==> src/design/hv_defines.svh <==
//============================================================================
// hv core defines
// register map, bus widths and the cycle counts of the fault filter and the
// intb pulse encoder
//============================================================================
`ifndef HV_DEFINES_SVH
`define HV_DEFINES_SVH

// register port
`define REG_AW              3
`define REG_DW              16

// fault processing
`define FLT_NUM             6
`define FLT_FILT_CYC        4       // consecutive high cycles to latch

// pwmn/intb encoder
`define INTB_UNIT_CYC       8       // cycles per intb_width step

// register addresses
`define ADDR_MODE           3'd0
`define ADDR_DRV_CFG        3'd1
`define ADDR_STATUS_FLT     3'd2
`define ADDR_STATUS_IO      3'd3
`define ADDR_STATE          3'd4

`endif
==> src/design/hv_pkg.sv <==
//============================================================================
// hv core package
// control states, register layouts and the decoded register write word
//============================================================================
`include "hv_defines.svh"

package hv_pkg;

    typedef enum logic [2:0] {
        ST_WAIT   = 3'd0,
        ST_TEST   = 3'd1,
        ST_CFG    = 3'd2,
        ST_NORMAL = 3'd3,
        ST_FAULT  = 3'd4
    } ctrl_st_e;

    typedef struct packed {
        logic [8:0] reserved;
        logic [3:0] intb_width;     // fault pulse = (w+1) units
        logic       rtmon;          // invert vge/vce monitor
        logic       cfg_en;
        logic       normal_en;
    } reg_mode_t;

    typedef struct packed {
        logic [3:0] oc_sel;
        logic [3:0] desat_sel;
        logic [3:0] snk_sel;
        logic [3:0] src_sel;
    } reg_drv_cfg_t;

    // one write word, decoded by address
    typedef union packed {
        logic [`REG_DW-1:0] raw;
        reg_mode_t          mode;
        reg_drv_cfg_t       drv_cfg;
    } reg_word_u;

    // uvlo in bit 0 up to scp in bit 5
    typedef struct packed {
        logic scp;
        logic desat;
        logic oc;
        logic ot;
        logic ovlo;
        logic uvlo;
    } flt_vec_t;

endpackage

==> src/design/hv_fault_if.sv <==
//============================================================================
// hv fault interface
// latched fault flags and their per-flag clear strobes
//============================================================================
`timescale 1ns/1ps

interface hv_fault_if;

    hv_pkg::flt_vec_t err;      // latched faults
    hv_pkg::flt_vec_t clr;      // one-cycle clear per flag

    modport filt (output err, input  clr);
    modport regs (input  err, output clr);
    modport ctrl (input  err);

endinterface

==> src/design/hv_core_top.sv <==
//============================================================================
// hv core top
// high-voltage side control core: fault filter, register slave, control
// state machine and pwmn/intb encoder
//============================================================================
`timescale 1ns/1ps
`include "hv_defines.svh"

module hv_core_top (
    input  logic                    i_reg_wen           ,
    input  logic                    i_reg_ren           ,
    input  logic [`REG_AW-1:0]      i_reg_addr          ,
    input  logic [`REG_DW-1:0]      i_reg_wdata         ,
    output logic [`REG_DW-1:0]      o_reg_rdata         ,
    output logic                    o_reg_rack          ,

    input  logic                    i_hv_vcc_uv         ,
    input  logic                    i_hv_vcc_ov         ,
    input  logic                    i_hv_ot             ,
    input  logic                    i_hv_oc             ,
    input  logic                    i_hv_desat_flt      ,
    input  logic                    i_hv_scp_flt        ,

    input  logic                    i_vge_vce           ,
    input  logic                    i_io_fsiso          ,
    input  logic                    i_io_pwm            ,
    input  logic                    i_io_fsstate        ,
    input  logic                    i_io_fsenb_n        ,
    input  logic                    i_io_intb           ,
    input  logic                    i_io_inta           ,

    input  logic                    i_io_test_mode      ,
    input  logic                    i_ang_dgt_pwm_wv    , // analog pwm wave

    output logic                    o_dgt_ang_pwm_en    ,
    output logic                    o_dgt_ang_fsc_en    ,
    output logic                    o_fsm_ang_test_en   ,
    output logic                    o_pwmn_intb         ,
    output hv_pkg::reg_drv_cfg_t    o_reg_drv_cfg       ,

    input  logic                    i_clk               ,
    input  logic                    i_rst_n
);

hv_pkg::reg_mode_t      reg_mode        ;
hv_pkg::ctrl_st_e       ctrl_state      ;
logic                   cfg_wr_en       ;

hv_fault_if u_fault_if ();

hv_fault_filter u_hv_fault_filter (
    .i_hv_vcc_uv        (i_hv_vcc_uv        ),
    .i_hv_vcc_ov        (i_hv_vcc_ov        ),
    .i_hv_ot            (i_hv_ot            ),
    .i_hv_oc            (i_hv_oc            ),
    .i_hv_desat_flt     (i_hv_desat_flt     ),
    .i_hv_scp_flt       (i_hv_scp_flt       ),
    .flt                (u_fault_if.filt    ),
    .i_clk              (i_clk              ),
    .i_rst_n            (i_rst_n            )
);

hv_reg_slv u_hv_reg_slv (
    .i_reg_wen          (i_reg_wen          ),
    .i_reg_ren          (i_reg_ren          ),
    .i_reg_addr         (i_reg_addr         ),
    .i_reg_wdata        (i_reg_wdata        ),
    .o_reg_rdata        (o_reg_rdata        ),
    .o_reg_rack         (o_reg_rack         ),
    .i_cfg_wr_en        (cfg_wr_en          ),
    .i_state            (ctrl_state         ),
    .i_vge_vce          (i_vge_vce          ),
    .i_io_fsiso         (i_io_fsiso         ),
    .i_io_pwm           (i_io_pwm           ),
    .i_io_fsstate       (i_io_fsstate       ),
    .i_io_fsenb_n       (i_io_fsenb_n       ),
    .i_io_intb          (i_io_intb          ),
    .i_io_inta          (i_io_inta          ),
    .o_reg_mode         (reg_mode           ),
    .o_reg_drv_cfg      (o_reg_drv_cfg      ),
    .flt                (u_fault_if.regs    ),
    .i_clk              (i_clk              ),
    .i_rst_n            (i_rst_n            )
);

hv_ctrl_unit u_hv_ctrl_unit (
    .i_io_test_mode     (i_io_test_mode     ),
    .i_reg_mode         (reg_mode           ),
    .flt                (u_fault_if.ctrl    ),
    .o_state            (ctrl_state         ),
    .o_cfg_wr_en        (cfg_wr_en          ),
    .o_pwm_en           (o_dgt_ang_pwm_en   ),
    .o_fsc_en           (o_dgt_ang_fsc_en   ),
    .o_test_en          (o_fsm_ang_test_en  ),
    .i_clk              (i_clk              ),
    .i_rst_n            (i_rst_n            )
);

hv_pwm_intb_encode u_hv_pwm_intb_encode (
    .i_state            (ctrl_state             ),
    .i_intb_width       (reg_mode.intb_width    ),
    .i_pwm_wv           (i_ang_dgt_pwm_wv       ),
    .o_pwmn_intb        (o_pwmn_intb            ),
    .i_clk              (i_clk                  ),
    .i_rst_n            (i_rst_n                )
);

endmodule

==> src/design/hv_pwm_intb_encode.sv <==
//============================================================================
// hv pwmn/intb encoder
// inverted pwm wave in normal state; a low pulse of (width+1) units on
// entry into fault
//============================================================================
`timescale 1ns/1ps
`include "hv_defines.svh"

module hv_pwm_intb_encode (
    input  hv_pkg::ctrl_st_e    i_state         ,
    input  logic [3:0]          i_intb_width    ,
    input  logic                i_pwm_wv        ,
    output logic                o_pwmn_intb     ,

    input  logic                i_clk           ,
    input  logic                i_rst_n
);

localparam int CNT_W = $clog2(16 * `INTB_UNIT_CYC) + 1;

hv_pkg::ctrl_st_e   state_d1        ;
logic               fault_entry     ;
logic [CNT_W-1:0]   pulse_len       ;
logic [CNT_W-1:0]   pulse_cnt       ;
logic               idle_lvl        ;
logic               pwmn_q          ;

assign fault_entry = (i_state == hv_pkg::ST_FAULT) && (state_d1 != hv_pkg::ST_FAULT);

// cycles left after the entry cycle
assign pulse_len = (CNT_W'(i_intb_width) + 1'b1) * CNT_W'(`INTB_UNIT_CYC) - 1'b1;

assign idle_lvl  = (i_state == hv_pkg::ST_NORMAL) ? ~i_pwm_wv : 1'b1;

always_ff @(posedge i_clk or negedge i_rst_n) begin
    if (!i_rst_n) begin
        state_d1  <= hv_pkg::ST_WAIT;
        pulse_cnt <= '0;
        pwmn_q    <= 1'b1;
    end else begin
        state_d1 <= i_state;
        if (fault_entry) begin
            pulse_cnt <= pulse_len;
            pwmn_q    <= 1'b0;
        end else if (pulse_cnt != '0) begin
            pulse_cnt <= pulse_cnt - 1'b1;   // hold low
            pwmn_q    <= 1'b0;
        end else begin
            pwmn_q    <= idle_lvl;
        end
    end
end

assign o_pwmn_intb = pwmn_q;

endmodule

==> src/design/hv_ctrl_unit.sv <==
//============================================================================
// hv control unit
// main state machine: wait, test, cfg, normal and fault, with registered
// analog enables
//============================================================================
`timescale 1ns/1ps

module hv_ctrl_unit (
    input  logic                    i_io_test_mode  ,
    input  hv_pkg::reg_mode_t       i_reg_mode      ,

    hv_fault_if.ctrl                flt             ,

    output hv_pkg::ctrl_st_e        o_state         ,
    output logic                    o_cfg_wr_en     ,
    output logic                    o_pwm_en        ,
    output logic                    o_fsc_en        ,
    output logic                    o_test_en       ,

    input  logic                    i_clk           ,
    input  logic                    i_rst_n
);

hv_pkg::ctrl_st_e   cur_st      ;
hv_pkg::ctrl_st_e   nxt_st      ;
logic               flt_any     ;

assign flt_any = (flt.err != '0);

//============================================================================
// next state
//============================================================================
always_comb begin
    nxt_st = cur_st;
    case (cur_st)
        hv_pkg::ST_WAIT: begin
            if (i_io_test_mode)
                nxt_st = hv_pkg::ST_TEST;
            else if (i_reg_mode.cfg_en)
                nxt_st = hv_pkg::ST_CFG;
        end
        hv_pkg::ST_TEST: begin
            if (!i_io_test_mode)
                nxt_st = hv_pkg::ST_WAIT;
        end
        hv_pkg::ST_CFG: begin
            if (flt_any)
                nxt_st = hv_pkg::ST_FAULT;
            else if (i_reg_mode.normal_en)
                nxt_st = hv_pkg::ST_NORMAL;
        end
        hv_pkg::ST_NORMAL: begin
            if (flt_any)
                nxt_st = hv_pkg::ST_FAULT;
        end
        hv_pkg::ST_FAULT: begin
            if (!flt_any)
                nxt_st = hv_pkg::ST_WAIT;   // all faults cleared
        end
        default: nxt_st = hv_pkg::ST_WAIT;
    endcase
end

// enables decoded from next state so they line up with cur_st
always_ff @(posedge i_clk or negedge i_rst_n) begin
    if (!i_rst_n) begin
        cur_st      <= hv_pkg::ST_WAIT;
        o_cfg_wr_en <= 1'b0;
        o_pwm_en    <= 1'b0;
        o_fsc_en    <= 1'b0;
        o_test_en   <= 1'b0;
    end else begin
        cur_st      <= nxt_st;
        o_cfg_wr_en <= (nxt_st == hv_pkg::ST_CFG);
        o_pwm_en    <= (nxt_st == hv_pkg::ST_NORMAL);
        o_fsc_en    <= (nxt_st == hv_pkg::ST_FAULT);
        o_test_en   <= (nxt_st == hv_pkg::ST_TEST);
    end
end

assign o_state = cur_st;

endmodule

==> src/design/hv_reg_slv.sv <==
//============================================================================
// hv register slave
// strobe port register file: mode and drive config registers, fault clear
// strobes, and the fault/io/state status words
//============================================================================
`timescale 1ns/1ps
`include "hv_defines.svh"

module hv_reg_slv (
    input  logic                        i_reg_wen       ,
    input  logic                        i_reg_ren       ,
    input  logic [`REG_AW-1:0]          i_reg_addr      ,
    input  hv_pkg::reg_word_u           i_reg_wdata     ,
    output logic [`REG_DW-1:0]          o_reg_rdata     ,
    output logic                        o_reg_rack      ,

    input  logic                        i_cfg_wr_en     , // only in cfg state
    input  hv_pkg::ctrl_st_e            i_state         ,

    input  logic                        i_vge_vce       ,
    input  logic                        i_io_fsiso      ,
    input  logic                        i_io_pwm        ,
    input  logic                        i_io_fsstate    ,
    input  logic                        i_io_fsenb_n    ,
    input  logic                        i_io_intb       ,
    input  logic                        i_io_inta       ,

    output hv_pkg::reg_mode_t           o_reg_mode      ,
    output hv_pkg::reg_drv_cfg_t        o_reg_drv_cfg   ,

    hv_fault_if.regs                    flt             ,

    input  logic                        i_clk           ,
    input  logic                        i_rst_n
);

hv_pkg::reg_mode_t      mode_q          ;
hv_pkg::reg_drv_cfg_t   drv_cfg_q       ;
logic [`FLT_NUM-1:0]    clr_q           ;
logic                   rack_q          ;
logic [`REG_DW-1:0]     rdata_q         ;
logic [`REG_DW-1:0]     rd_word         ;
logic                   vmon            ;

//============================================================================
// write decode
//============================================================================
always_ff @(posedge i_clk or negedge i_rst_n) begin
    if (!i_rst_n) begin
        mode_q    <= '0;
        drv_cfg_q <= '0;
        clr_q     <= '0;
    end else begin
        clr_q <= '0;
        if (i_reg_wen) begin
            case (i_reg_addr)
                `ADDR_MODE:       mode_q <= i_reg_wdata.mode;
                `ADDR_DRV_CFG: begin
                    if (i_cfg_wr_en)
                        drv_cfg_q <= i_reg_wdata.drv_cfg;
                end
                `ADDR_STATUS_FLT: clr_q  <= i_reg_wdata.raw[`FLT_NUM-1:0]; // w1c
                default: ;
            endcase
        end
    end
end

assign flt.clr = hv_pkg::flt_vec_t'(clr_q);

//============================================================================
// read path
//============================================================================
assign vmon = mode_q.rtmon ? ~i_vge_vce : i_vge_vce;

always_comb begin
    case (i_reg_addr)
        `ADDR_MODE:       rd_word = mode_q;
        `ADDR_DRV_CFG:    rd_word = drv_cfg_q;
        `ADDR_STATUS_FLT: rd_word = {{(`REG_DW-`FLT_NUM){1'b0}}, flt.err};
        `ADDR_STATUS_IO:  rd_word = {8'b0, vmon, 1'b0, i_io_fsiso, i_io_pwm,
                                     i_io_fsstate, i_io_fsenb_n, i_io_intb, i_io_inta};
        `ADDR_STATE:      rd_word = {{(`REG_DW-3){1'b0}}, i_state};
        default:          rd_word = '0;   // unmapped
    endcase
end

always_ff @(posedge i_clk or negedge i_rst_n) begin
    if (!i_rst_n)
        rack_q <= 1'b0;
    else
        rack_q <= i_reg_ren;
end

always_ff @(posedge i_clk) begin
    if (i_reg_ren)
        rdata_q <= rd_word;
end

assign o_reg_rdata   = rdata_q;
assign o_reg_rack    = rack_q;
assign o_reg_mode    = mode_q;
assign o_reg_drv_cfg = drv_cfg_q;

endmodule

==> src/design/hv_fault_filter.sv <==
//============================================================================
// hv fault filter
// glitch filter on the six analog fault flags; a flag that stays high for
// FLT_FILT_CYC cycles latches until its clear strobe
//============================================================================
`timescale 1ns/1ps
`include "hv_defines.svh"

module hv_fault_filter (
    input  logic        i_hv_vcc_uv     ,
    input  logic        i_hv_vcc_ov     ,
    input  logic        i_hv_ot         ,
    input  logic        i_hv_oc         ,
    input  logic        i_hv_desat_flt  ,
    input  logic        i_hv_scp_flt    ,

    hv_fault_if.filt    flt             ,

    input  logic        i_clk           ,
    input  logic        i_rst_n
);

localparam int CNT_W = $clog2(`FLT_FILT_CYC + 1);

logic [`FLT_NUM-1:0]    flag_raw                ;
logic [`FLT_NUM-1:0]    clr_vec                 ;
logic [`FLT_NUM-1:0]    err_q                   ;
logic [CNT_W-1:0]       run_cnt [`FLT_NUM]      ;

// same bit order as flt_vec_t
assign flag_raw = {i_hv_scp_flt, i_hv_desat_flt, i_hv_oc,
                   i_hv_ot, i_hv_vcc_ov, i_hv_vcc_uv};

assign clr_vec  = flt.clr;

//============================================================================
// run counters and sticky latches
//============================================================================
always_ff @(posedge i_clk or negedge i_rst_n) begin
    if (!i_rst_n) begin
        err_q <= '0;
        for (int i = 0; i < `FLT_NUM; i++) begin
            run_cnt[i] <= '0;
        end
    end else begin
        for (int i = 0; i < `FLT_NUM; i++) begin
            if (clr_vec[i]) begin
                // new full run needed after a clear
                run_cnt[i] <= '0;
                err_q[i]   <= 1'b0;
            end else if (!flag_raw[i]) begin
                run_cnt[i] <= '0;
            end else begin
                if (run_cnt[i] != CNT_W'(`FLT_FILT_CYC))
                    run_cnt[i] <= run_cnt[i] + 1'b1;   // saturate
                if (run_cnt[i] == CNT_W'(`FLT_FILT_CYC - 1))
                    err_q[i] <= 1'b1;
            end
        end
    end
end

assign flt.err = hv_pkg::flt_vec_t'(err_q);

endmodule

==> config.mk <==
export PLATFORM = sky130hd
export DESIGN_NAME = hv_core_top
export DESIGN_NICKNAME = d
export VERILOG_FILES = /design/src/design/hv_pkg.sv /design/src/design/hv_fault_if.sv /design/src/design/hv_core_top.sv /design/src/design/hv_pwm_intb_encode.sv /design/src/design/hv_ctrl_unit.sv /design/src/design/hv_reg_slv.sv /design/src/design/hv_fault_filter.sv
export VERILOG_INCLUDE_DIRS = /design/src /design/src/design
export SDC_FILE = /design/constraint.sdc
export NUM_CORES = 1
export LEC_CHECK = 0
export BUFFER_PORTS_ARGS = -buffer_cell sky130_fd_sc_hd__buf_2
export CORE_MARGIN = 3
export CORE_UTILIZATION = 45
export DETAILED_ROUTE_END_ITERATION = 10
export MAX_ROUTING_LAYER = met4
export PLACE_DENSITY_LB_ADDON = 0.1
export SKIP_LAST_GASP = 1
export SYNTH_ARGS = -nofsm -noshare
export SYNTH_HDL_FRONTEND = slang
export SYNTH_SLANG_ARGS = --single-unit
==> constraint.sdc <==
create_clock -name i_clk -period 1.39 [get_ports i_clk]
set_input_delay 0.278 -clock i_clk [delete_from_list [all_inputs] [get_ports i_clk]]
set_output_delay 0.278 -clock i_clk [all_outputs]
set_load 0.02 [all_outputs]
==> summary.txt <==
Worst setup path
  • Startpoint types: flip-flop
  • CP Capture Type: flip-flop
  • Crit path kind: flip-flop to flip-flop
  • R2r endpoint: u_hv_ctrl_unit.o_cfg_wr_en
  • Max FO, Critical Path: 4
  • Reg2reg start: u_hv_fault_filter.flt.err[3]
  • Worst Path Arrival: 1.81 ns
  • FF-to-FF setup slack: -0.14 ns
  • Register-to-Register Path Depth: 4
  • CP required: 1.66 ns

Floorplanning
  • Horiz. Die Dim: 105.8 um
  • Initial core utilization: 47.38%
  • Floorplan row count: 35
  • Die Ht: 105.8 um
  • Num ports: 75
  • Placeable Area: 9459 um2
  • Die area: 11190 um2

Power
  • Lkg Pwr: 0.002691 uW
  • Power Dens Cells: 1647 nW/um2
  • Max IR drop VDD: 707.2 uV

Cells and area
  • Syn-to-layout area delta: 25.38%
  • # fillers: 833
  • Multi-input logic area: 1936 um2
  • Post-route design area: 5619 um2
  • Layout cells sized above 1: 37.30%
  • Sequential Area: 2535 um2
  • # diodes: 0
  • Layout net count: 549

Placed design
  • Port Buffers: 74
  • Post-DP Area: 5354 um2
  • Dpl hpwl: 7150 um
  • Routability cong.: 0.8609

Detailed routing
  • Antenna-violating nets left: 0
  • Drt drc: 0
  • DR iter-0 viols: 109
  • DR vias/cell: 5.037
  • Via count: 3148
  • Drt wl/cell: 15.38 um
  • DR pass1 iterations: 4
  • Routed WL: 9613 um

STA
  • Final Hold Vio Count: 0
  • Final setup fails: 13
  • Final min period: 1.534 ns
  • Slew HR: 69.67%
  • Fmax: 652.1 MHz
  • Slew @ Worst Pin: 0.4550 ns
  • Slew Limit Fails: 0
  • Worst Skew: 0.008850 ns
  • Final hold slack: 0.1451 ns
  • RSZ-0062 raised after global routing: true
  • Worst setup margin: -0.1436 ns
  • Fin crit share: 110.3%

Status
  • Failing checks: setup timing
  • Status: complete, but fails checks

Synth
  • Synth area leaders: dfrtp_1 (45%), edfxtp_1 (11%), mux2_2 (7.3%)
  • Post-synthesis cell type count: 44
  • Async set or reset register ratio after synthesis: 83.67%
  • Most common cell in the netlist: dfrtp_1
  • Post-synthesis instance total: 376
  • Post-synth top flop: dfrtp_1
  • Post-Syn Area per Cell: 11.92 um2
  • Syn Nets: 434
  • Yosys Warn Count: 0
  • Sequential share of the synthesized area: 56.53%
  • Synth top cells by count: dfrtp_1 (81), nor2_1 (39), mux2_2 (29), a21oi_1 (24), nand2_1 (24)
  • Number of flops mapped to enable cells by yosys: 16
  • Synth top area share: 45.23%
  • Post-Syn Area: 4482 um2
  • Synthesis-stage register bit count: 98
  • Largest area contributor in the netlist: dfrtp_1

Run
  • Max-cap violations: 0

Clock tree
  • Root Buffer: clkbuf_8
  • CTS Sinks: 98
  • Clk_lat worst skew: 0.36 ns
  • CTS tree: done
  • H-tree Lvls: 3
  • Num CTS Buffers: 9
  • Maximum clock path buffer count: 2
  • Clock Pin Slew Worst Setup and Hold Paths: 0.09 ns

Worst hold path
  • Hold path endpoint: u_hv_reg_slv.o_reg_drv_cfg[7]
  • Hold path depth: 2
  • Min-Delay Startpoint: i_reg_wdata[7]
  • Worst hold-check path type: input pin to flip-flop

GRT
  • First-pass GRT wire length: 16420 um
  • Busiest grt layer: met2
  • Met1 GRT Util: 25.90%
  • Largest net degree at the start of global routing: 28
  • Vias in the first global route: 3335
  • Global route overflow: 0
  • GRT Util Overall: 19.11%
  • Initial antenna violation count: 0
  • GR Util met2: 29.46%
  • M3 GR Usage: 3.552%
## state kept, by name (all words and copies together) (netlist names)
register                          cells
u_hv_ctrl_unit.o_fsc_en               1
u_hv_pwm_intb_encode.pulse_cnt        8
u_hv_ctrl_unit.o_cfg_wr_en            1
u_hv_reg_slv.o_reg_mode              16
u_hv_pwm_intb_encode.o_pwmn_intb      1
u_hv_reg_slv.o_reg_drv_cfg           16
u_hv_reg_slv.o_reg_rdata             16
u_hv_fault_filter.run_cnt            18
u_hv_reg_slv.o_reg_rack               1
u_hv_ctrl_unit.o_pwm_en               1
u_hv_fault_filter.flt.err             6
u_hv_ctrl_unit.o_test_en              1
u_hv_ctrl_unit.o_state                3
u_hv_pwm_intb_encode.state_d1         3
u_hv_reg_slv.flt.clr                  6
## cell usage in the layout, fill, tap and decap left out, drive strengths merged, types with 2 or more instances in the layout
cell and count:
clkbuf 10, inv 24, mux2i 16, nor3 11
dfrtp 81, o31ai 2, a31oi 4, o21ai 6
nor3b 5, and3 2, nand2 24, edfxtp 16
ha 20, and2 6, xnor2 9, a21oi 24
mux4 3, nor2b 7, buf 113, nand3 9
xor2 2, or4 3, clkinv 2, or2 2
mux2 31, nor2 39, nand2b 12
## cell families after synthesis
logic type               after synthesis  synth area share (%)
buffers and inverters                 31                 2.875
XOR/XNOR                              11                 2.150
multiplexers                          50                 12.87
adder cells (fa/ha/maj)               20                 5.583
AND/OR/NAND/NOR                      124                 14.63
flip-flops                            98                 56.53
AO/OA/AOI/OAI                         42                 5.360
## worst max-delay path: stages (launching register included)
cell and delay, ns:
dfrtp_1 0.41, or4_4 0.55, nor3_4 0.22, a31oi_1 0.12, nor3_1 0.14
## report_power, final
part           total [uW]  internal (uW)  switching, uW
logic                3290           1690           1610
clock network        1670            658           1010
registers            4290           3690            602
total                9250           6040           3220
## layer usage
| layer | vias to the layer above | wire (um) |
|---|---|---|
| met5 | - | 0 |
| met4 | 0 | 147 |
| met3 | 12 | 358 |
| met2 | 66 | 4554 |
| met1 | 1542 | 4552 |
| li1 | 1528 | - |
## area by class of cell
| cell class | instances | area share [%] |
|---|---|---|
| Clock buffer | 10 | 2.271 |
| Tap cell | 129 | 2.872 |
| Inverter | 21 | 1.403 |
| Timing Repair Buffer | 114 | 13.18 |
| Clock inverter | 6 | 0.7125 |
| Multi-Input combinational cell | 247 | 34.45 |
| Sequential cell | 98 | 45.11 |
## timing repair
item	in CTS	in global routing
buffers inserted	3	1
gates resized for setup	4	13
endpoints found under the setup margin	16	18
hold endpoints to repair	18	0
hold buffers	1	0
pin swaps	8	1
## worst max-delay path by stage
stage | from | end | slack, ns | cells after the start
floorplan | u_hv_pwm_intb_encode.pulse_cnt[3] | u_hv_pwm_intb_encode.pulse_cnt[0] | -0.13 | 4
global placement | u_hv_pwm_intb_encode.pulse_cnt[3] | u_hv_pwm_intb_encode.pulse_cnt[0] | -0.11 | 4
detailed placement | u_hv_pwm_intb_encode.pulse_cnt[3] | u_hv_pwm_intb_encode.pulse_cnt[0] | -0.12 | 4
CTS | u_hv_pwm_intb_encode.pulse_cnt[3] | u_hv_pwm_intb_encode.pulse_cnt[0] | -0.14 | 4
global route | u_hv_pwm_intb_encode.pulse_cnt[3] | u_hv_pwm_intb_encode.pulse_cnt[0] | -0.23 | 4
finish | u_hv_fault_filter.flt.err[3] | u_hv_ctrl_unit.o_cfg_wr_en | -0.14 | 4
## stage by stage
stage / std cells / power (uW) / setup WS, ns / TNS [ns] / util [%]
2_1_floorplan: 376 / 6214 / -0.1265 / -0.4475 / -
3_3_place_gp: 605 / 7347 / -0.1050 / -1.795 / 56.60
6_report: 625 / 9252 / -0.1436 / -1.124 / 59.40
4_1_cts: 625 / 9271 / -0.1404 / -0.9680 / 58.90
5_1_grt: 625 / 9977 / -0.2319 / -2.187 / 59.40
3_5_place_dp: 605 / 7465 / -0.1202 / -2.716 / 56.60
Note: power is estimated with default switching activity, not from simulation.
